File: src/rtl/axi_chan_slice.sv
// Channel register slice: two-entry valid/ready skid buffer for any payload type
`default_nettype none
`timescale 1ns/100ps

module axi_chan_slice #(
  parameter type payload_t = logic
) (
  input  logic     aclk,
  input  logic     aresetn,
  input  payload_t in,
  input  logic     in_valid,
  output logic     in_ready,
  output payload_t out,
  output logic     out_valid,
  input  logic     out_ready
);

  payload_t main_q;        // Entry offered at the output
  payload_t skid_q;        // Catches a beat while output stalls
  logic     main_valid_q;
  logic     skid_valid_q;
  logic     main_load;

  assign main_load = out_ready || !main_valid_q;  // Main empty or draining now
  assign in_ready  = !skid_valid_q;               // Room while fewer than two held
  assign out       = main_q;
  assign out_valid = main_valid_q;

  always_ff @(posedge aclk) begin
    if (!aresetn) begin
      main_valid_q <= 1'b0;
      skid_valid_q <= 1'b0;
    end else if (main_load) begin
      main_valid_q <= skid_valid_q || in_valid;  // Skid first, else new beat
      skid_valid_q <= 1'b0;
    end else if (in_valid && in_ready) begin
      skid_valid_q <= 1'b1;                      // Output stalled, park it
    end
  end

  always_ff @(posedge aclk) begin
    if (main_load) begin
      main_q <= skid_valid_q ? skid_q : in;
    end else if (in_valid && in_ready) begin
      skid_q <= in;
    end
  end

  // A stalled beat must reach the consumer unchanged
  a_out_hold: assert property (@(posedge aclk) disable iff (!aresetn)
    out_valid && !out_ready |=> out_valid && $stable(out));

endmodule

`default_nettype wire

File: config.mk
export PLATFORM = sky130hd
export DESIGN_NAME = axi_chan_slice
export DESIGN_NICKNAME = d
export VERILOG_FILES = /design/src/rtl/axi_chan_slice.sv
export SDC_FILE = /design/constraint.sdc
export NUM_CORES = 1
export LEC_CHECK = 0
export ABC_AREA = 0
export BUFFER_PORTS_ARGS = -buffer_cell sky130_fd_sc_hd__buf_2
export CAP_MARGIN = 20
export CELL_PAD_IN_SITES_DETAIL_PLACEMENT = 1
export CELL_PAD_IN_SITES_GLOBAL_PLACEMENT = 2
export CORE_AREA = 2 2 39 41
export CTS_CLUSTER_SIZE = 20
export DETAILED_ROUTE_END_ITERATION = 10
export DIE_AREA = 0 0 41 43
export PLACE_DENSITY_LB_ADDON = 0.1
export SLEW_MARGIN = 15
export SYNTH_ARGS = -nofsm -noshare
export SYNTH_HDL_FRONTEND = slang
export SYNTH_SLANG_ARGS = --single-unit
File: constraint.sdc
create_clock -name aclk -period 0.95 [get_ports aclk]
set_input_delay 0.095 -clock aclk [delete_from_list [all_inputs] [get_ports aclk]]
set_output_delay 0.095 -clock aclk [all_outputs]
set_load 0.05 [all_outputs]
**Word-level counts from Yosys, hierarchy flattened**

Cells that the tools add are included.

- Flip-flop bits (word level): 4
- Input bits: 5
- Output and inout port bits: 3
- Logic and storage cells: 14

- Multiplexer cells: 1
- Bitwise operators: 2
- Reduce and logical (&&, ||, !) cells: 7

Operators with widths:

| operator | count |
|---|---|
| $logic_not A1 Y1 | 2 |
| $logic_or A1 B1 Y1 | 2 |
| $not A1 Y1 | 2 |
| $reduce_and A2 Y1 | 1 |
| $reduce_or A2 Y1 | 1 |
| $logic_and A1 B1 Y1 | 1 |
| $mux W1 | 1 |

**Depth between registers and ports, before layout**

Gate-level depths: netlist of the first run.

- Word-level depth: 4
- Depth in mapped cells: 2
- Mapped depth without buffers: 2

**Worst setup path after synthesis of the first run**

Ideal clock, no wire load.

- Path type: reg-to-reg
- From: reg main_valid_q (netlist: out_valid)
- To: reg skid_q, enable pin
- Setup time: 0.305 ns
- Arrival time: 0.949 ns
- Required time: 0.645 ns
- Setup slack: -0.304 ns
- Cell stages (with the launch flop): 3
- Buffers on the path: 0
- Clock period less this slack: 1.254 ns
- Cell sequence: dfxtp_1 -> nand2b_4 -> nor3b_2

- Cells in the longest elaborated chain, start to end: 4

Ends and longest elaborated chain:

| item | line | text |
|---|---|---|
| from (decl) | 20 | `logic main_valid_q;` |
| from (signal assigned) | 34 | `main_valid_q <= skid_valid_q \|\| in_valid;` |
| $logic_not A1 Y1 | 24 | `assign main_load = out_ready \|\| !main_valid_q;` |
| $logic_or A1 B1 Y1 | 24 |  |
| named net main_load | 22 | `logic main_load;` |
| $not A1 Y1 (no source line) | n/a |  |
| $reduce_and A2 Y1 (no source line) | n/a |  |
| to (signal assigned) | 45 | `skid_q <= in;` |
| to (decl) | 19 | `payload_t skid_q;` |

The timed path passes the listed nets, and every way through them passes these cells.
A chain may end at the register's enable or synchronous reset.

**Worst setup path in the final report of the first run**

- From: reg skid_valid_q
- To: out in_ready

- Cells in the longest elaborated chain, start to end: 1

Ends and longest elaborated chain:

| item | line | text |
|---|---|---|
| from (decl) | 21 | `logic skid_valid_q;` |
| from (signal assigned) | 32 | `skid_valid_q <= 1'b0;` |
| from (signal assigned) | 35 | `skid_valid_q <= 1'b0;` |
| from (signal assigned) | 37 | `skid_valid_q <= 1'b1;` |
| $logic_not A1 Y1 | 25 | `assign in_ready = !skid_valid_q;` |
| to (decl) | 12 | `output logic in_ready,` |

No other way between the ends.

==> results.sh, run 1 <==
export IMPL_critical_path_class="flop to output port"
export IMPL_synth_area_leaders="edfxtp_1, dfxtp_1, nor3b_2, nand2b_4, mux2_1"
export IMPL_cts_buffer_depth=2
export IMPL_grt_pass1_wl_um=565
export IMPL_globalRouteTotalUtil=0.0553
export IMPL_whs_endpoint="skid_q$_DFFE_PP_"
export IMPL_dpl_hpwl_um=262
export IMPL_fp_dieW_um=41
export IMPL_antenna_cells=0
export IMPL_routed_wl_um=334
export IMPL_path_cells="buf_6, inv_4, buf_8"
export IMPL_yosys_area_top_type="edfxtp_1"
export IMPL_synth_top_area_share=0.364
export IMPL_cts_tree="built"
export IMPL_holdPathStages=1
export IMPL_cts_reportedPaths_clkPinSlew_ns=0.04
export IMPL_critPathLaunchType="flop"
export IMPL_slew_headroom=0.834
export IMPL_cts_sinks=4
export IMPL_max_cap_violations=0
export IMPL_min_period_ns=0.941
export IMPL_cts_post_setup_buffers_inserted=0
export IMPL_max_stage_delay_ns=0.32
export IMPL_final_net_count=29
export IMPL_setup_violations=0
export IMPL_grt_overflow=0
export IMPL_async_flop_share=0
export IMPL_hold_path_startpoint="in"
export IMPL_whs_ns=0.0514
export IMPL_ys_flop_type="edfxtp_1"
export IMPL_ios=8
export IMPL_cp_max_fo=3
export IMPL_cp_required_ns=0.85
export IMPL_yosys_register_bits=4
export IMPL_rows=14
export IMPL_peakVddDrop_mv=0.328
export IMPL_yosysSeqAreaShare=0.606
export IMPL_fin_cells=39
export IMPL_rr_startpoint="skid_valid_q$_SDFFE_PP0P_"
export IMPL_hold_violations=0
export IMPL_powerDensity_nw_per_um2=1780
export IMPL_numCtsBuffers=3
export IMPL_grt_max_degree=5
export IMPL_p_leak_uw=0.000114
export IMPL_dr_pass1_iters=1
export IMPL_avgSynthCellArea_sq_um=15.0
export IMPL_slowest_stage="dfxtp_2"
export IMPL_hp_class="input port to flop"
export IMPL_worstSkewPairLatency_ns=0.23
export IMPL_crit_path_end_kind="output port"
export IMPL_rsz0062_at_grt="yes"
export IMPL_die_area_sq_um=1760
export IMPL_routedWlPerCell_um=8.56
export IMPL_drive_gt1_frac=0.739
export IMPL_drcViolationCount=0
export IMPL_ys_types=8
export IMPL_finalPower_uw=495
export IMPL_slew_viol_final=0
export IMPL_ys_top_cells_by_count="dfxtp_1, edfxtp_1, nor3b_2"
export IMPL_syn_area_sq_um=165
export IMPL_routabilityCongestion=0.643
export IMPL_io_buffer_count=7
export IMPL_yosysWarnings=0
export IMPL_synth_edf_count=2
export IMPL_num_vias=123
export IMPL_post_place_cells=35
export IMPL_core_sq_um=1380
export IMPL_viasPerCell=3.15
export IMPL_cts_root_buf="clkbuf_4"
export IMPL_reg2reg_to="skid_q$_DFFE_PP_"
export IMPL_antenna_found_initial=0
export IMPL_cts_max_level=1
export IMPL_rr_worst_depth=2
export IMPL_syn2layout_area_growth_pct=68.2
export IMPL_worstMarginPinSlew_ns=0.250
export IMPL_syn_inst=11
export IMPL_drt_iter0_markers=0
export IMPL_antenna_left=0
export IMPL_cp_data_arrival_time_ns=0.85
export IMPL_status="finished, final reports clean"
export IMPL_clock_skew_ns=0.000135
export IMPL_start_util=0.119
export IMPL_r2r_slack_ns=0.03
export IMPL_die_h_um=43
export IMPL_final_period_utilization=0.990
export IMPL_fill_cells=162
export IMPL_timing_fmax_ghz=1.06
export IMPL_grt_pass1_vias=144
export IMPL_synth_nets=16
==> sequential cells by signal, indices dropped and copies added, names as in the netlist <==
signal and count:
out_valid 1, skid_valid_q 1, skid_q 1, out 1
==> power by group <==
| part | internal (uW) | switching, uW | total [uW] | leakage [uW] |
|---|---|---|---|---|
| sequential | 190 | 4.48 | 195 | 0.0000369 |
| clock | 158 | 76.7 | 235 | 0.0000150 |
| combinational | 25.5 | 39.7 | 65.1 | 0.0000618 |
| total | 374 | 121 | 495 | 0.000114 |
==> routing by layer <==
metal	track usage	wire, um
met4	0.0600	0
met3	0.0524	41
met5	0	0
met2	0.0656	170
met1	0.0484	121
==> worst max path at each step <==
stage | start | to | cells after the start
after floorplan | out_valid$_SDFFE_PN0P_ | skid_q$_DFFE_PP_ | 2
after global placement | skid_valid_q$_SDFFE_PP0P_ | skid_q$_DFFE_PP_ | 2
after detailed placement | skid_valid_q$_SDFFE_PP0P_ | skid_q$_DFFE_PP_ | 2
after CTS | skid_valid_q$_SDFFE_PP0P_ | in_ready | 3
after global routing | skid_valid_q$_SDFFE_PP0P_ | in_ready | 3
final | skid_valid_q$_SDFFE_PP0P_ | in_ready | 3
==> repair_timing <==
item,CTS,global route
setup endpoints to repair,1,2
cloned,0,0
gates resized for setup,7,1
hold buffers,0,0
==> layout by cell type, fill, tap and decap left out <==
| cell | count |
|---|---|
| clkbuf_1 | 1 |
| edfxtp_1 | 2 |
| dfxtp_4 | 1 |
| mux2_1 | 1 |
| buf_2 | 5 |
| nor3b_2 | 2 |
| nor2_1 | 1 |
| buf_8 | 1 |
| a21boi_1 | 1 |
| clkbuf_4 | 4 |
| buf_6 | 1 |
| dfxtp_2 | 1 |
| inv_4 | 1 |
| nand2b_4 | 1 |
==> cell type report <==
class | count | area, sq um | area share
Inverter | 1 | 6.26 | 0.0225
Timing Repair Buffer | 8 | 58.8 | 0.212
Tap cell | 16 | 20.0 | 0.0721
Sequential cell | 4 | 105 | 0.378
Clock buffer | 4 | 26.3 | 0.0946
Multi-Input combinational cell | 6 | 61.3 | 0.221
==> per-stage QoR <==
step | util | setup TNS, ns | instance area (sq um) | setup slack [ns]
floorplan | - | -0.0183 | 169 | -0.0183
global placement | 0.167 | 0 | 231 | 0.0207
detailed placement | 0.167 | 0 | 231 | 0.0154
CTS | 0.199 | -0.00458 | 275 | -0.00458
global route | 0.201 | -0.0283 | 278 | -0.0283
finish | 0.201 | 0 | 278 | 0.00945
==> cells by family (layout without fill, tap and decap cells) <==
kind of cell    Yosys count  after routing  share of synthesized area
compound gates            1              1                     0.0455
buf+inv                   1             13                     0.0227
mux                       1              1                     0.0682
simple gates              4              4                      0.258
flops                     4              4                      0.606
==> worst max-delay path: cells and delay by family, from the launching register on <==
family | cells | cell delay, ns
DFF | 1 | 0.32
buffers and inverters | 3 | 0.29
No activity file was read; power rests on OpenSTA's default activity.
==> inputs of run 2 (changes only) <==
--- a/config.mk
+++ b/config.mk
@@ -15,6 +15,7 @@
 export DETAILED_ROUTE_END_ITERATION = 10
 export DIE_AREA = 0 0 41 43
 export PLACE_DENSITY_LB_ADDON = 0.1
+export SETUP_SLACK_MARGIN = 0.4
 export SLEW_MARGIN = 15
 export SYNTH_ARGS = -nofsm -noshare
 export SYNTH_HDL_FRONTEND = slang
==> run 2 against run 1 <==
Total power fell by 4.5%. Sequential share of layout area fell by 1.4 points. Via count fell by 1.6%. Worst hold slack improved by 0.0080 ns. Utilization rose by 1.3 points. Final cell count fell by 2.6%. Critical path type is now flop to flop. Largest power group unchanged.
==> results.sh, run 2 (synthesized netlist as in run 1, its figures left out) <==
export IMPL_status="finished, final reports clean"
export IMPL_grt_max_degree=5
export IMPL_p_int_uw=366
export IMPL_seq_power_share=0.415
export IMPL_num_vias=121
export IMPL_critical_path_class="flop to flop"
export IMPL_grt_pass1_vias=148
export IMPL_grt_overflow=0
export IMPL_start_util=0.119
export IMPL_ios=8
export IMPL_final_common_cell="buf_2"
export IMPL_fp_dieW_um=41
export IMPL_grt_pass1_wl_um=545
export IMPL_cts_root_buf="clkbuf_4"
export IMPL_place_area_sq_um=235
export IMPL_path_buf_inv=0
export IMPL_routed_wl_um=320
export IMPL_final_net_count=29
export IMPL_core_sq_um=1380
export IMPL_min_period_ns=0.922
export IMPL_io_buffer_count=7
export IMPL_setup_ws_ns=0.0282
export IMPL_antenna_found_initial=0
export IMPL_viasPerCell=3.18
export IMPL_drive_gt1_frac=0.864
export IMPL_pwr_share_clk=0.423
export IMPL_numCtsBuffers=3
export IMPL_critPathLaunchType="flop"
export IMPL_crit_path_end_kind="flop"
export IMPL_routedWlPerCell_um=8.42
export IMPL_post_place_cells=34
export IMPL_comb_power_share=0.161
export IMPL_rr_startpoint="skid_valid_q$_SDFFE_PP0P_"
export IMPL_cts_reportedPaths_clkPinSlew_ns=0.03
export IMPL_hp_class="input port to flop"
export IMPL_die_h_um=43
export IMPL_powerDensity_nw_per_um2=1600
export IMPL_p_sw_frac=0.226
export IMPL_routabilityCongestion=0.584
export IMPL_slew_viol_final=0
export IMPL_slowest_stage="dfxtp_4"
export IMPL_timing_fmax_ghz=1.08
export IMPL_syn2layout_area_growth_pct=78.8
export IMPL_cp_data_arrival_time_ns=0.90
export IMPL_finalPower_uw=472
export IMPL_cp_required_ns=0.92
export IMPL_max_cap_violations=0
export IMPL_globalRouteTotalUtil=0.0562
export IMPL_rsz0062_at_grt="yes"
export IMPL_slew_headroom=0.909
export IMPL_crit_start="skid_valid_q$_SDFFE_PP0P_"
export IMPL_final_period_utilization=0.970
export IMPL_hold_path_startpoint="in"
export IMPL_drt_iter0_markers=0
export IMPL_cts_sinks=4
export IMPL_cts_tree="built"
export IMPL_drcViolationCount=0
export IMPL_fin_cells=38
export IMPL_peakVddDrop_mv=0.348
export IMPL_clock_skew_ns=0.000958
export IMPL_cts_max_level=1
export IMPL_place_ws_ns=0.0291
export IMPL_layout_common_cells="buf_2, clkbuf_4"
export IMPL_antenna_cells=0
export IMPL_dr_pass1_iters=1
export IMPL_hold_violations=0
export IMPL_worstMarginPinSlew_ns=0.136
export IMPL_setup_violations=0
export IMPL_cts_buffer_depth=2
export IMPL_max_stage_delay_ns=0.37
export IMPL_whs_ns=0.0594
export IMPL_p_switching_uw=107
export IMPL_p_leak_uw=0.000117
export IMPL_cp_top_family="flip-flops"
export IMPL_worstSkewPairLatency_ns=0.23
export IMPL_die_area_sq_um=1760
export IMPL_rows=14
export IMPL_cp_max_fo=4
export IMPL_path_cells="mux2_4"
export IMPL_fin_area_sq_um=295
export IMPL_antenna_left=0
[run 2: layout make-up]
type,count,area [sq um]
sequential,4,108
clock buffer,3,22.5
fill,161,1090
multi-input combinational,6,72.6
inverter,1,7.51
timing repair buffer,8,65.1
tap,16,20.0
[run 2: metal layers]
layer / global-route usage / part of all wire / up-vias / routed length [um]
li1: - / - / 62 / -
met1: 0.0514 / 0.36 / 56 / 114
met2: 0.0594 / 0.57 / 3 / 181
met3: 0.0471 / 0.075 / 0 / 24
met4: 0.0800 / 0 / 0 / 0
met5: 0 / 0 / - / 0
[run 2: power by group through the flow]
stage	Sequential (uW)	Clock, uW	Combinational, uW
finish	196	200	76.3
detailed placement	197	0	61.0
CTS	196	218	77.3
global route	197	231	81.1
global placement	196	0	62.3
floorplan	219	0	20.9
[run 2: what timing repair did]
| action | 4_1_cts | 5_1_grt |
|---|---|---|
| resized for setup | 9 | 0 |
| pin swaps | 2 | 2 |
| buffers inserted | 1 | 0 |
| endpoints found under the setup margin | 8 | 8 |
| hold buffers | 0 | 0 |
[run 2: worst paths after layout]
path | endpoint | slack (ns) | cells past startpoint
max | out$_DFFE_PP_ | 0.03 | 1
min | skid_q$_DFFE_PP_ | 0.06 | 1
max reg2reg | out$_DFFE_PP_ | 0.03 | 1
min reg2reg | skid_valid_q$_SDFFE_PP0P_ | 0.52 | 2
[run 2: through the flow]
stage	utilization	TNS, ns
after detailed placement	0.170	0
final	0.213	0
after global routing	0.213	-0.00924
after CTS	0.213	0
after global placement	0.170	0
after floorplan	-	-0.0181
