### src/rtl/axi_mem_pkg.sv
// AXI4 slave memory channel types: payload structs, response and burst codes
`default_nettype none

package axi_mem_pkg;

  ////////////////////////////////////////////////////////////
  // Field widths
  ////////////////////////////////////////////////////////////

  localparam int ID_W   = 4;           // Transaction ID
  localparam int ADDR_W = 32;          // Byte address
  localparam int LEN_W  = 4;           // Burst length, beats minus one
  localparam int DATA_W = 32;          // One word per beat
  localparam int STRB_W = DATA_W / 8;  // One strobe bit per byte lane

  ////////////////////////////////////////////////////////////
  // Codes
  ////////////////////////////////////////////////////////////

  typedef logic [ID_W-1:0] axi_id_t;

  typedef enum logic [1:0] {
    RESP_OKAY   = 2'b00,  // Normal access done
    RESP_SLVERR = 2'b10   // Start address outside the array
  } axi_resp_t;

  typedef enum logic [1:0] {
    BURST_FIXED = 2'b00,  // Same word every beat
    BURST_INCR  = 2'b01,  // Next word every beat
    BURST_WRAP  = 2'b10   // Handled like INCR
  } axi_burst_t;

  ////////////////////////////////////////////////////////////
  // Channel payloads
  ////////////////////////////////////////////////////////////

  // Shared by AW and AR
  typedef struct packed {
    axi_id_t           id;
    logic [ADDR_W-1:0] addr;   // Bits 1:0 ignored
    logic [LEN_W-1:0]  len;
    axi_burst_t        burst;
  } axi_addr_t;

  typedef struct packed {
    logic [DATA_W-1:0] data;
    logic [STRB_W-1:0] strb;   // Byte lane enables
    logic              last;   // Ends the write burst
  } axi_w_t;

  typedef struct packed {
    axi_id_t   id;             // Echo of AW id
    axi_resp_t resp;
  } axi_b_t;

  typedef struct packed {
    axi_id_t           id;     // Echo of AR id
    logic [DATA_W-1:0] data;
    axi_resp_t         resp;
    logic              last;   // Set on beat len+1
  } axi_r_t;

endpackage

`default_nettype wire

### src/rtl/axi_mem_write.sv
// Write burst engine: takes AW, writes W beats into the array, returns B
`default_nettype none
`timescale 1ns/100ps

module axi_mem_write #(
  parameter int MEM_WORDS = 256
) (
  input  logic                           aclk,
  input  logic                           aresetn,
  input  axi_mem_pkg::axi_addr_t         aw,
  input  logic                           aw_valid,
  output logic                           aw_ready,
  input  axi_mem_pkg::axi_w_t            w,
  input  logic                           w_valid,
  output logic                           w_ready,
  output axi_mem_pkg::axi_b_t            b,
  output logic                           b_valid,
  input  logic                           b_ready,
  output logic                           wr_en,
  output logic [$clog2(MEM_WORDS)-1:0]   wr_index,
  output logic [axi_mem_pkg::DATA_W-1:0] wr_data,
  output logic [axi_mem_pkg::STRB_W-1:0] wr_strb
);

  import axi_mem_pkg::*;

  localparam int IDX_W  = $clog2(MEM_WORDS);
  localparam int WORD_W = ADDR_W - 2;  // Word address, byte bits dropped

  typedef enum logic [1:0] {
    WR_IDLE,  // Waiting for AW
    WR_DATA,  // Taking W beats
    WR_RESP   // Holding B
  } wr_state_t;

  wr_state_t         state_q;
  axi_id_t           id_q;
  axi_burst_t        burst_q;
  logic [WORD_W-1:0] word_q;     // Current beat word address
  logic              err_q;      // Start beyond the array
  logic              aw_hs;
  logic              w_hs;
  logic              b_hs;
  logic              in_range;

  ////////////////////////////////////////////////////////////
  // Handshakes
  ////////////////////////////////////////////////////////////

  assign aw_ready = (state_q == WR_IDLE);
  assign w_ready  = (state_q == WR_DATA);
  assign b_valid  = (state_q == WR_RESP);
  assign aw_hs    = aw_valid && aw_ready;
  assign w_hs     = w_valid && w_ready;
  assign b_hs     = b_valid && b_ready;

  always_ff @(posedge aclk) begin
    if (!aresetn) begin
      state_q <= WR_IDLE;
    end else begin
      case (state_q)
        WR_IDLE: if (aw_hs) state_q <= WR_DATA;
        WR_DATA: if (w_hs && w.last) state_q <= WR_RESP;  // W last ends the burst
        WR_RESP: if (b_hs) state_q <= WR_IDLE;
        default: state_q <= WR_IDLE;
      endcase
    end
  end

  ////////////////////////////////////////////////////////////
  // Burst context
  ////////////////////////////////////////////////////////////

  always_ff @(posedge aclk) begin
    if (aw_hs) begin
      id_q    <= aw.id;
      burst_q <= aw.burst;
      word_q  <= aw.addr[ADDR_W-1:2];
      err_q   <= aw.addr[ADDR_W-1:2] >= WORD_W'(MEM_WORDS);
    end else if (w_hs && burst_q != BURST_FIXED) begin
      word_q  <= word_q + 1'b1;  // INCR and WRAP step
    end
  end

  // INCR running off the end stores nothing
  assign in_range = word_q < WORD_W'(MEM_WORDS);

  ////////////////////////////////////////////////////////////
  // Array write port and response
  ////////////////////////////////////////////////////////////

  assign wr_en    = w_hs && !err_q && in_range;
  assign wr_index = word_q[IDX_W-1:0];
  assign wr_data  = w.data;
  assign wr_strb  = w.strb;

  assign b.id   = id_q;
  assign b.resp = err_q ? RESP_SLVERR : RESP_OKAY;

  a_wr_in_data: assert property (@(posedge aclk) disable iff (!aresetn)
    wr_en |-> state_q == WR_DATA);

endmodule

`default_nettype wire

### config.mk
export PLATFORM = sky130hd
export DESIGN_NAME = axi_mem_write
export DESIGN_NICKNAME = d
export VERILOG_FILES = /design/src/rtl/axi_mem_pkg.sv /design/src/rtl/axi_mem_write.sv
export SDC_FILE = /design/constraint.sdc
export NUM_CORES = 1
export LEC_CHECK = 0
export BUFFER_PORTS_ARGS = -buffer_cell sky130_fd_sc_hd__buf_2
export CAP_MARGIN = 20
export CELL_PAD_IN_SITES_DETAIL_PLACEMENT = 0
export CELL_PAD_IN_SITES_GLOBAL_PLACEMENT = 1
export CORE_ASPECT_RATIO = 1.2
export CORE_MARGIN = 8
export CORE_UTILIZATION = 29
export DETAILED_ROUTE_END_ITERATION = 6
export PLACE_DENSITY = 0.85
export SETUP_SLACK_MARGIN = 0.15
export SLEW_MARGIN = 20
export SYNTH_ARGS = -nofsm -noshare
export SYNTH_HDL_FRONTEND = slang
export SYNTH_SLANG_ARGS = --single-unit
### constraint.sdc
create_clock -name aclk -period 3.1 [get_ports aclk]
set_input_delay 0.31 -clock aclk [delete_from_list [all_inputs] [get_ports aclk]]
set_output_delay 0.31 -clock aclk [all_outputs]
set_load 0.01 [all_outputs]
* Word-level counts from Yosys, hierarchy flattened
Cells that the tools add are included.
** Cells by class
- Add/sub/neg operators :: 1
- Multipliers :: 0
- Div/mod/pow operators :: 0
- Order comparisons :: 2
- Equality and inequality tests :: 5
- Shift operators :: 0
- Muxes and demuxes :: 7
- Bitwise logic cells :: 0
- Reduce and logical (&&, ||, !) cells :: 12
** Operators by type and width (count)
- $mux W30 :: 2
- $add A30 B1 Y30 const B :: 1
- $ge A30 B9 Y1 const B :: 1
- $lt A30 B9 Y1 const B :: 1
- $mux W2 :: 4
- $logic_and A1 B1 Y1 :: 7
- $ne A2 B1 Y1 const B :: 3
- $pmux W2 S3 :: 1
- $reduce_bool A2 Y1 :: 2
- $reduce_and A3 Y1 :: 1
- $eq A2 B1 Y1 const B :: 1
- $eq A2 B2 Y1 const B :: 1
- $logic_not A2 Y1 :: 1
- $logic_not A1 Y1 :: 1
** Storage, ports and cells
- Register bits :: 39
- Latch bits :: 0
- Bits in writable memories :: 0
- ROM bits :: 0
- Bits of input ports :: 84
- Output and inout bits :: 54
- Word-level logic and storage cells :: 32
- Memories :: 0

* Longest topological paths before layout
Gate-level depths: netlist of run 1.
- Depth in word-level cells :: 5
- Mapped depth :: 7
- Mapped depth without buffers :: 6

* Worst setup path before layout of run 1
Ideal clock, no wire load.
- Path type :: reg2reg
- Start :: register state_q[0]
- End :: register word_q[0] (enable)
- Setup time :: 0.459 ns
- Arrival time :: 2.924 ns
- Data required time :: 2.641 ns
- Setup slack :: -0.282 ns
- Cell stages (with the launch flop) :: 4
- Path buffers :: 0
- Period minus slack after synthesis :: 3.382 ns
- Path through :: dfxtp_1 > nor2b_1 > nand2_1 > o21ai_0
** Between the ends
- Word-level cells in the longest chain between the ends :: 4
- Elaborated cells between the ends (all ways) :: 6
- Classes of those cells :: 1 x eq/ne; 5 x reduce/logical
** Ends and longest elaborated chain
- start: declaration :: line axi_mem_write.sv:36 : wr_state_t state_q;
- start signal: assignment :: line axi_mem_write.sv:59 : state_q <= WR_IDLE;
- start signal: assignment :: line axi_mem_write.sv:62 : WR_IDLE: if (aw_hs) state_q <= WR_DATA;
- start signal: assignment :: line axi_mem_write.sv:63 : WR_DATA: if (w_hs && w.last) state_q <= WR_RESP;
- $eq A2 B1 Y1 :: line axi_mem_write.sv:51 : assign w_ready = (state_q == WR_DATA);
- via w_ready :: line axi_mem_write.sv:15 : output logic w_ready,
- $logic_and A1 B1 Y1 :: line axi_mem_write.sv:54 : assign w_hs = w_valid && w_ready;
- $logic_and A1 B1 Y1 :: line axi_mem_write.sv:80 : end else if (w_hs && burst_q != BURST_FIXED) begin
- $reduce_bool A2 Y1 (no line)
- end signal: assignment :: line axi_mem_write.sv:78 : word_q <= aw.addr[ADDR_W-1:2];
- end signal: assignment :: line axi_mem_write.sv:81 : word_q <= word_q + 1'b1;
- end: declaration :: line axi_mem_write.sv:39 : logic [WORD_W-1:0] word_q;
The timed path passes the listed nets, and every way through them passes these cells.
A chain may end at the register's enable or synchronous reset.

* Final worst setup path of run 1
- Start :: register word_q[15]
- End :: output wr_en
** Between the ends
- Word-level cells in the longest chain between the ends :: 2
** Ends and longest elaborated chain
- $lt A30 B9 Y1 :: line axi_mem_write.sv:86 : assign in_range = word_q < WORD_W'(MEM_WORDS);
- $logic_and A1 B1 Y1 :: line axi_mem_write.sv:92 : assign wr_en = w_hs && !err_q && in_range;
- end: declaration :: line axi_mem_write.sv:19 : output logic wr_en,
Every way passes these cells.

==> results of run 1 <==
## layout make-up
| class | instances | area [µm²] | area share (%) |
|---|---|---|---|
| repair buffers | 61 | 325 | 11.9 |
| inverters | 4 | 15.0 | 0.547 |
| multi-input cells | 164 | 990 | 36.1 |
| well taps | 117 | 146 | 5.33 |
| flip-flops and latches | 39 | 1150 | 41.9 |
| clock buffers | 6 | 82.6 | 3.01 |
| clock inverters | 2 | 35.0 | 1.28 |
## metal layers
metal | global-route usage, % | up-vias | share of wire, %
met5 | 0 | - | 0
li1 | - | 908 | -
met2 | 15.8 | 63 | 48
met1 | 11.0 | 854 | 43
met3 | 3.29 | 12 | 7.1
met4 | 3.27 | 0 | 0.95
## cell usage in the layout (no fill, tap or decap), types with 2 or more instances in the layout
cell type and n:
buf_2 58, nand2_1 41, edfxtp_1 37, xor2_1 19
o21ai_0 19, nand3_1 12, nand4_1 9, o21ai_1 9
xnor2_1 9, nor4_1 9, nor2_1 7, and4_1 6
clkbuf_8 6, inv_1 4, nor3_1 3, nor2b_1 3
or4_1 3, and3_1 2, a21oi_1 2, buf_4 2
dfxtp_1 2
## registers in the layout, summed over array words and instances, names as in the netlist
name and cells:
state_q 2, err_q 1, burst_q 2, word_q 30, id_q 4
## critical path: stages, from the launching register on
cell	delay, ns
edfxtp_1	0.48
nor4_1	0.37
nand4_1	0.15
nor4_1	0.41
buf_2	0.21
## Yosys cell counts (2+ instances only)
master | n | area, µm²
inv_1 | 4 | 15.0
o21ai_0 | 20 | 100
or4_1 | 3 | 22.5
xnor2_1 | 9 | 78.8
nor2b_1 | 3 | 18.8
nor2_1 | 7 | 26.3
and3_1 | 2 | 12.5
nor3_1 | 3 | 15.0
edfxtp_1 | 37 | 1110
xor2_1 | 19 | 166
a21oi_1 | 2 | 10.0
and4_1 | 6 | 52.6
dfxtp_1 | 2 | 40.0
nor4_1 | 9 | 56.3
clkbuf_1 | 6 | 22.5
buf_4 | 46 | 345
buf_2 | 2 | 10.0
nand4_1 | 9 | 56.3
o21ai_1 | 9 | 45.0
nand3_1 | 12 | 60.1
nand2_1 | 41 | 154
## worst paths after layout
| path | from | end | slack [ns] | depth (start not counted) |
|---|---|---|---|---|
| worst max-delay path | word_q[15] | wr_en | 0.88 | 4 |
| worst min-delay path | aw[38] | id_q[0] | 0.19 | 1 |
| worst max register to register | word_q[0] | word_q[20] | 0.96 | 6 |
| worst min register to register | state_q[1] | state_q[0] | 0.47 | 1 |
## power breakdown
part           total, mW  internal, mW  switching, mW
logic              0.217        0.0948          0.122
registers          0.724         0.658         0.0658
clock network      0.442         0.261          0.181
## cell families (layout without fill, tap and decap cells)
| group | after synthesis | in the layout | share of synthesized area, % |
|---|---|---|---|
| XOR/XNOR | 28 | 28 | 9.69 |
| flip-flops | 39 | 39 | 45.5 |
| AO/OA/AOI/OAI | 32 | 32 | 6.48 |
| buffers and inverters | 58 | 73 | 15.5 |
| AND/OR/NAND/NOR | 102 | 102 | 22.2 |
| adder cells (fa/ha/maj) | 1 | 1 | 0.494 |
| other | 1 | 1 | 0.148 |
## stage by stage
step                      utilization (%)  cells  setup slack (ns)
after floorplan                         -    261             0.528
after global placement               30.8    385             0.994
after detailed placement             30.8    385             0.968
after CTS                            32.2    393             0.900
after global routing                 32.2    393             0.753
final                                32.2    393             0.884
==> key figures, run 1 <==
Outcome
  • Status: finished, final reports clean

STA
  • Max Fclk: 451 MHz
  • Setup TNS: 0 ns
  • Slew Limit Fails: 0
  • Final hold vios: 0
  • Min Tclk post-route: ~2.2 ns
  • Min Hold Slack: 0.192 ns
  • Worst slew pin tran: 0.656 ns
  • RSZ-0062 raised after global routing: no
  • Final setup fails: 0
  • Max transition margin: roughly 56%
  • Final Skew: 0.00789 ns
  • Tcrit/Tclk final: 71.5%

Global route
  • Remaining Overflow, GRT: 0
  • GRT Overall Usage: 9.49%
  • Vias in the first global route: between 1,500 and 2,000
  • Largest net degree at the start of global routing: 36
  • Initial antenna violation count: 0
  • First-pass GRT wire length: 9000 µm

Routing
  • Initial DRC count: 64
  • Drt wl/cell: 14.7 µm
  • DRC: 0
  • Vias per cell: 4.67
  • Pre-Repair DR Iteration Count: 4
  • Vias: roughly 1,800
  • Routed wire length: 5770 µm
  • Post-DRT Antenna Nets: 0

Power
  • Total power: 1.38 mW
  • Power per cell area: 504 mW/mm²
  • Leak Pwr: 0.978 nW
  • Worst vdd ir: 0.000156 V

Placement
  • Dpl cell area: 0.00263 mm²
  • PortBufs: between 50 and 60
  • Post-detail-place hpwl: 4430 µm
  • GPL Wtd Cong: 0.837

Cells and area
  • N_diodes: 0
  • Nets: between 300 and 400
  • Area growth syn-to-layout: 8.51%
  • Fill count: 935
  • Design area: 0.00275 mm²
  • Layout cells sized above 1: about 27%

Clock network
  • Clock Sinks: 39
  • Postcts setup bufs: 0
  • Post-CTS Hold Buffers: 0
  • Clock tree from TritonCTS: yes
  • H-Tree Depth: 2
  • Worst-path clk slew: 0.08 ns
  • Worst-Skew Late Latency: 0.29 ns
  • CTS Buffer Depth: 2
  • TritonCTS Buffers: 5
  • Resize count post-CTS: 0
  • Clk root buf: clkbuf_8

Synthesis
  • Area of the mapped netlist: about 0.0025 mm²
  • Mapped Cells: 261
  • Sequential area share after synthesis: 45.5%
  • Syn_area_per_cell: 9.69 µm²
  • Post-synth EDFFs: 37
  • Syn nets: between 300 and 400
  • Post-synth top flop: edfxtp_1
  • Register bit count reported by yosys: 39
  • Synth Warn #: 0
  • Post-synth ARST share: 0%
  • Yosys cell types: 31

Critical path
  • Worst Path Arrival: 1.91 ns
  • Crit end category: primary output
  • Worst Path Required: 2.79 ns
  • Crit-path max FO: 5
  • Worst Setup Start Kind: flip-flop
  • WS Path Type: flip-flop to primary output

Die
  • Num rows: 37
  • I/O pins: 138
  • Core area: 0.00852 mm²
  • Die Ht: ~120 µm
  • Starting density of the core: 29.7%
  • Die area: 0.0120 mm²
  • Chip width: between 100 and 150 µm

Min path
  • Hold Path Class: input pin to flip-flop

Run
  • Max cap viols: 0
No activity file was read; power rests on OpenSTA's default activity.
==> run 2: changes to the inputs <==
CORE_UTILIZATION = 32   (was 29)
PLACE_DENSITY = 0.88   (was 0.85)
clock period = 2.3 ns   (was 3.1 ns; I/O delays follow)
==> run 2 against run 1 <==
Against the previous run: global-route usage grew 0.71 points; clock-buffer cell count is 2 higher; power rose by 30%; sequential cell count unchanged; clock power is 16% higher; non-clock buffer count up 5; via count up 1.8%; setup slack worse by 0.69 ns; final cell count is 5.1% lower; critical endpoint is now word_q[18]; largest cell class unchanged.
==> key figures, run 2 (synthesis results as in run 1) <==
Min path
  • WHS Path Cells: 1
  • Hold Path Class: input pin to flip-flop
  • Hold endpoint: burst_q[1]
  • HP Start: aw[1]

STA
  • Final Skew: around 0.0078 ns
  • Setup TNS: 0 ns
  • Max transition margin: 63.3%
  • Slew Limit Fails: 0
  • RSZ-0062 raised after global routing: yes
  • Tcrit/Tclk final: 91.4%
  • Worst slew pin tran: between 0.5 and 0.6 ns
  • Final hold vios: 0
  • Final setup fails: 0
  • Min Tclk post-route: around 2.1 ns
  • Max Fclk: 476 MHz

Critical path
  • Worst Path Arrival: 2.14 ns
  • Crit end category: flip-flop
  • Worst Setup Start Kind: flip-flop
  • Reg-to-Reg End: word_q[18]
  • WS Path Type: flip-flop to flip-flop
  • Reg2reg path depth: 6
  • Critical R2R Launch: word_q[0]
  • Crit-path max FO: 5
  • Reg-to-reg slack, setup: 0.20 ns
  • Worst Path Required: 2.34 ns

Cells and area
  • Fill count: between 700 and 800
  • Register bank with the most flops: word_q
  • Multi-input gate area: 0.00102 mm²
  • N_diodes: 0
  • Register Area: around 0.0012 mm²
  • Area growth syn-to-layout: 9.45%
  • Most common cell after layout, fill and taps aside: buf_2
  • Number of flip-flops under the largest register name: 30
  • Commonest non-fill, non-tap cells in the layout: buf_2 (58), nand2_1 (41), edfxtp_1 (37)
  • Nets: 365
  • Layout cells sized above 1: 29.9%
  • Fin util: 36.1%
  • Largest regs: word_q x30, id_q x4
  • Design area: 0.00277 mm²

Clock network
  • Worst-Skew Late Latency: 0.29 ns
  • Clock tree from TritonCTS: yes
  • Clk root buf: clkbuf_8
  • Post-CTS Hold Buffers: 0
  • Worst-path clk slew: 0.08 ns
  • TritonCTS Buffers: 5
  • H-Tree Depth: 2
  • CTS Buffer Depth: 2
  • Clock Sinks: 39

Outcome
  • Status: finished, final reports clean

Power
  • Worst vdd ir: between 0.0004 and 0.0005 V
  • Total power: 1.79 mW
  • Leak Pwr: 1.01 nW
  • Power per cell area: between 600 and 700 mW/mm²

Die
  • Die area: 0.0110 mm²
  • Chip width: 97.2 µm
  • Num rows: 35
  • Starting density of the core: about a third
  • Die Ht: between 100 and 150 µm
  • I/O pins: ~140
  • Core area: roughly 0.0077 mm²

Routing
  • Vias: approximately 1,900
  • Pre-Repair DR Iteration Count: 4
  • DRC: 0
  • Initial DRC count: approximately 120
  • Drt wl/cell: 15.4 µm
  • Routed wire length: 5730 µm
  • Post-DRT Antenna Nets: 0
  • Vias per cell: 5.01

Global route
  • Initial antenna violation count: 0
  • Remaining Overflow, GRT: 0
  • Largest net degree at the start of global routing: 34
  • Vias in the first global route: 1,924
  • GRT Overall Usage: 10.2%
  • First-pass GRT wire length: 9290 µm

Placement
  • Dpl cell area: 0.00261 mm²
  • PortBufs: 58
  • Post-detail-place hpwl: between 4000 and 5000 µm
  • GPL Wtd Cong: 0.810

Run
  • Max cap viols: 0
==> run 2: cell count changes in the layout (fill, tap and decap cells not counted), moves of 2 or more <==
cell and change:
nor4_1 -3, nor4_2 +3, nor3_2 +2, nor3_1 -2, buf_4 +5
==> run 2: worst max path at each step <==
stage / start / end / slack, ns / cells after the start
global placement: word_q[0] / word_q[20] / 0.21 / 6
floorplan: state_q[0] / word_q[0] / 0.27 / 3
global route: word_q[13] / wr_en / 0.13 / 4
CTS: word_q[15] / wr_en / 0.16 / 4
detailed placement: word_q[0] / word_q[20] / 0.18 / 6
finish: word_q[0] / word_q[18] / 0.20 / 6
==> run 2: report_power, final <==
part	switching [mW]	total [mW]	internal (mW)
combinational	0.167	0.304	0.137
sequential	0.0910	0.978	0.887
clock	0.237	0.511	0.274
total	0.494	1.79	1.30
==> run 2: final cells by class <==
type	count	area share [%]
sequential	39	41.6
multi-input combinational	164	37.0
timing repair buffer	66	13.1
clock buffer	8	3.61
tap	92	4.16
inverter	4	0.542
==> run 2: worst max-delay path, stage by stage, from the launching register on <==
cell and delay [ns]:
edfxtp_1 0.42, ha_1 0.23, and4_1 0.28, or3b_4 0.44
nor3_1 0.22, xnor2_1 0.16, o21ai_1 0.08
==> run 2: stage by stage <==
step	std cells	hold slack [ns]	setup slack, ns
2_1_floorplan	261	0.329	0.272
3_3_place_gp	362	0.408	0.212
3_5_place_dp	362	0.408	0.180
4_1_cts	370	0.106	0.163
5_1_grt	373	0.104	0.129
6_report	373	0.118	0.198
==> run 2: what timing repair did <==
action                     CTS  global route
setup endpoints to repair    0            10
buffers inserted             0             3
gates resized for setup      0             6
==> run 2: routing by layer <==
layer  track usage (%)  part of all wire [%]
met1              12.2                    43
met2              17.1                    49
met3              2.66                   6.3
met4              3.91                   1.4
met5                 0                     0
==> run 3: changes to the inputs <==
CTS_CLUSTER_SIZE = 20   (was not set)
clock period = 2 ns   (was 2.3 ns; I/O delays follow)
==> run 3 against run 2 <==
Against the previous run: hold slack lost 0.039 ns; sequential cell count unchanged; sequential share of layout area is 4.4 points lower; critical endpoint is now wr_en; die area did not move; utilization is 4.2 points higher; global-route usage is 0.91 points higher; power increased by 33%; combinational power grew 62%; wire length increased by 14%; via count is 11% higher; cell area up 12%.
==> key figures, run 3 (synthesis results as in run 1) <==
Cells and area
  • N_diodes: 0
  • Multi-input gate area: 0.00110 mm²
  • Largest regs: word_q x30, id_q x4
  • Nets: about 390
  • Layout cells sized above 1: between 30% and 40%
  • Register bank with the most flops: word_q
  • Register Area: between 0.001 and 0.0015 mm²
  • Most common cell after layout, fill and taps aside: buf_2
  • Number of flip-flops under the largest register name: 30
  • Fin util: about two fifths
  • Fill count: around 730
  • Commonest non-fill, non-tap cells in the layout: buf_2 (58), nand2_1 (38), edfxtp_1 (37)
  • Final Non-Filler Cells: 400
  • Area growth syn-to-layout: 22.3%

Clock network
  • Post-CTS Hold Buffers: 0
  • CTS Buffer Depth: 2
  • Clock tree from TritonCTS: yes
  • TritonCTS Buffers: 5
  • Clock Sinks: 39
  • Worst-path clk slew: about 0.080 ns
  • Clk root buf: clkbuf_8
  • Worst-Skew Late Latency: 0.29 ns
  • H-Tree Depth: 2

Critical path
  • Worst Path Arrival: between 1.5 and 2 ns
  • Critical R2R Launch: word_q[0]
  • CP max-delay cell: or4_4
  • Worst Path Buf+Inv: 1
  • Setup crit end: wr_en
  • Critical path's top delay family: simple AND/OR/NAND/NOR gates
  • Reg-to-reg slack, setup: 0.15 ns
  • WS Path Type: flip-flop to primary output
  • Worst Setup Start Kind: flip-flop
  • Critical Path, Cell by Cell: or4_4 > nor4_4 > buf_2
  • Crit-path max FO: 2
  • Reg2reg path depth: 6
  • Crit. Startpoint: word_q[21]
  • Crit end category: primary output
  • Largest stage delay on the critical path: 0.57 ns
  • Critical path depth: 3
  • Reg-to-Reg End: word_q[18]
  • Worst Path Required: 1.80 ns

STA
  • Final Skew: roughly 0.011 ns
  • Final setup fails: 0
  • Max Fclk: 504 MHz
  • Final hold vios: 0
  • Slew Limit Fails: 0
  • RSZ-0062 raised after global routing: yes
  • Min Tclk post-route: ~2.0 ns
  • Tcrit/Tclk final: 99.2%

Global route
  • Largest net degree at the start of global routing: 38
  • Initial antenna violation count: 0
  • Remaining Overflow, GRT: 0
  • Vias in the first global route: 2,106
  • First-pass GRT wire length: 10,100 µm
  • GRT Overall Usage: between 10% and 20%

Die
  • Starting density of the core: 33.0%
  • Chip width: 97.2 µm
  • Num rows: 35
  • Core area: 0.00766 mm²
  • Die area: 0.0110 mm²
  • Die Ht: roughly 110 µm
  • I/O pins: 138

Routing
  • DRC: 0
  • Drt wl/cell: 16.4 µm
  • Initial DRC count: around 150
  • Pre-Repair DR Iteration Count: 4
  • Post-DRT Antenna Nets: 0
  • Routed wire length: roughly 6500 µm
  • Vias: 2,067
  • Vias per cell: between 5 and 6

Power
  • Power per cell area: slightly below 800 mW/mm²
  • Worst vdd ir: between 0.0004 and 0.0005 V
  • Reg power frac: 46.0%
  • Leak Pwr: approximately 1.2 nW
  • Switching share of power: 26.6%
  • P_sw: 0.633 mW
  • Clock network fraction of design power: approximately 33%
  • Cell Int Power: 1.74 mW
  • Power share of the combinational group: 20.6%

Outcome
  • Status: finished, final reports clean

Placement
  • GPL Wtd Cong: around 0.87
  • Post-detail-place hpwl: 4550 µm
  • Placed cells: roughly 370
  • PortBufs: 58

Run
  • Max cap viols: 0

Min path
  • Hold Path Class: input pin to flip-flop
-- run 3: cell types whose count changed in the layout (fill, tap and decap cells not counted), sizes merged --
cell / change
buf: +27
bufinv: +2
clkbuf: -3
clkinvlp: +1
-- run 3: how the worst min path moves through the flow --
stage | start | to | slack, ns | depth (start not counted)
2_1_floorplan | aw[0] | burst_q[0] | 0.30 | 0
3_3_place_gp | aw[40] | id_q[2] | 0.38 | 1
3_5_place_dp | aw[40] | id_q[2] | 0.38 | 1
4_1_cts | aw[40] | id_q[2] | 0.07 | 1
5_1_grt | aw[40] | id_q[2] | 0.06 | 1
6_report | aw[40] | id_q[2] | 0.08 | 1
-- run 3: metal layers --
| metal | GRT usage (%) | share of wire, % | vias up |
|---|---|---|---|
| met5 | 0 | 0 | - |
| met4 | 4.11 | 1.7 | 0 |
| li1 | - | - | 968 |
| met3 | 3.99 | 8.2 | 17 |
| met1 | 12.3 | 40 | 1004 |
| met2 | 19.1 | 50 | 78 |
-- run 3: metrics by stage --
stage / hold slack [ns] / TNS, ns / instance area [µm²] / total power, mW / setup slack (ns)
finish: 0.0792 / 0 / 3090 / 2.38 / 0.0164
global route: 0.0592 / -0.0565 / 3090 / 2.48 / -0.0565
CTS: 0.0705 / 0 / 2950 / 2.35 / 0.0601
detailed placement: 0.378 / 0 / 2680 / 1.51 / 0.0849
global placement: 0.377 / 0 / 2680 / 1.49 / 0.0979
floorplan: 0.299 / 0 / 2560 / 1.43 / 0.114
-- run 3: area by class of cell --
| type | count | area share [%] |
|---|---|---|
| multi-input cells | 164 | 35.5 |
| clock inverters | 3 | 2.18 |
| flip-flops and latches | 39 | 37.2 |
| inverters | 4 | 0.485 |
| repair buffers | 93 | 18.6 |
| well taps | 92 | 3.72 |
| clock buffers | 5 | 2.22 |
-- run 3: power by group through the flow --
| stage | Sequential (mW) | Clock (mW) | Combinational, mW |
|---|---|---|---|
| 2_1_floorplan | 1.11 | 0 | 0.314 |
| 3_3_place_gp | 1.12 | 0 | 0.369 |
| 3_5_place_dp | 1.13 | 0 | 0.379 |
| 4_1_cts | 1.09 | 0.804 | 0.454 |
| 5_1_grt | 1.10 | 0.838 | 0.538 |
| 6_report | 1.09 | 0.792 | 0.491 |
-- run 3: what timing repair did --
item                                    4_1_cts  5_1_grt
cloned                                        0        1
pin swaps                                     8       13
endpoints found under the setup margin        9       19
gates resized for setup                       4       21
setup buffers                                15        8
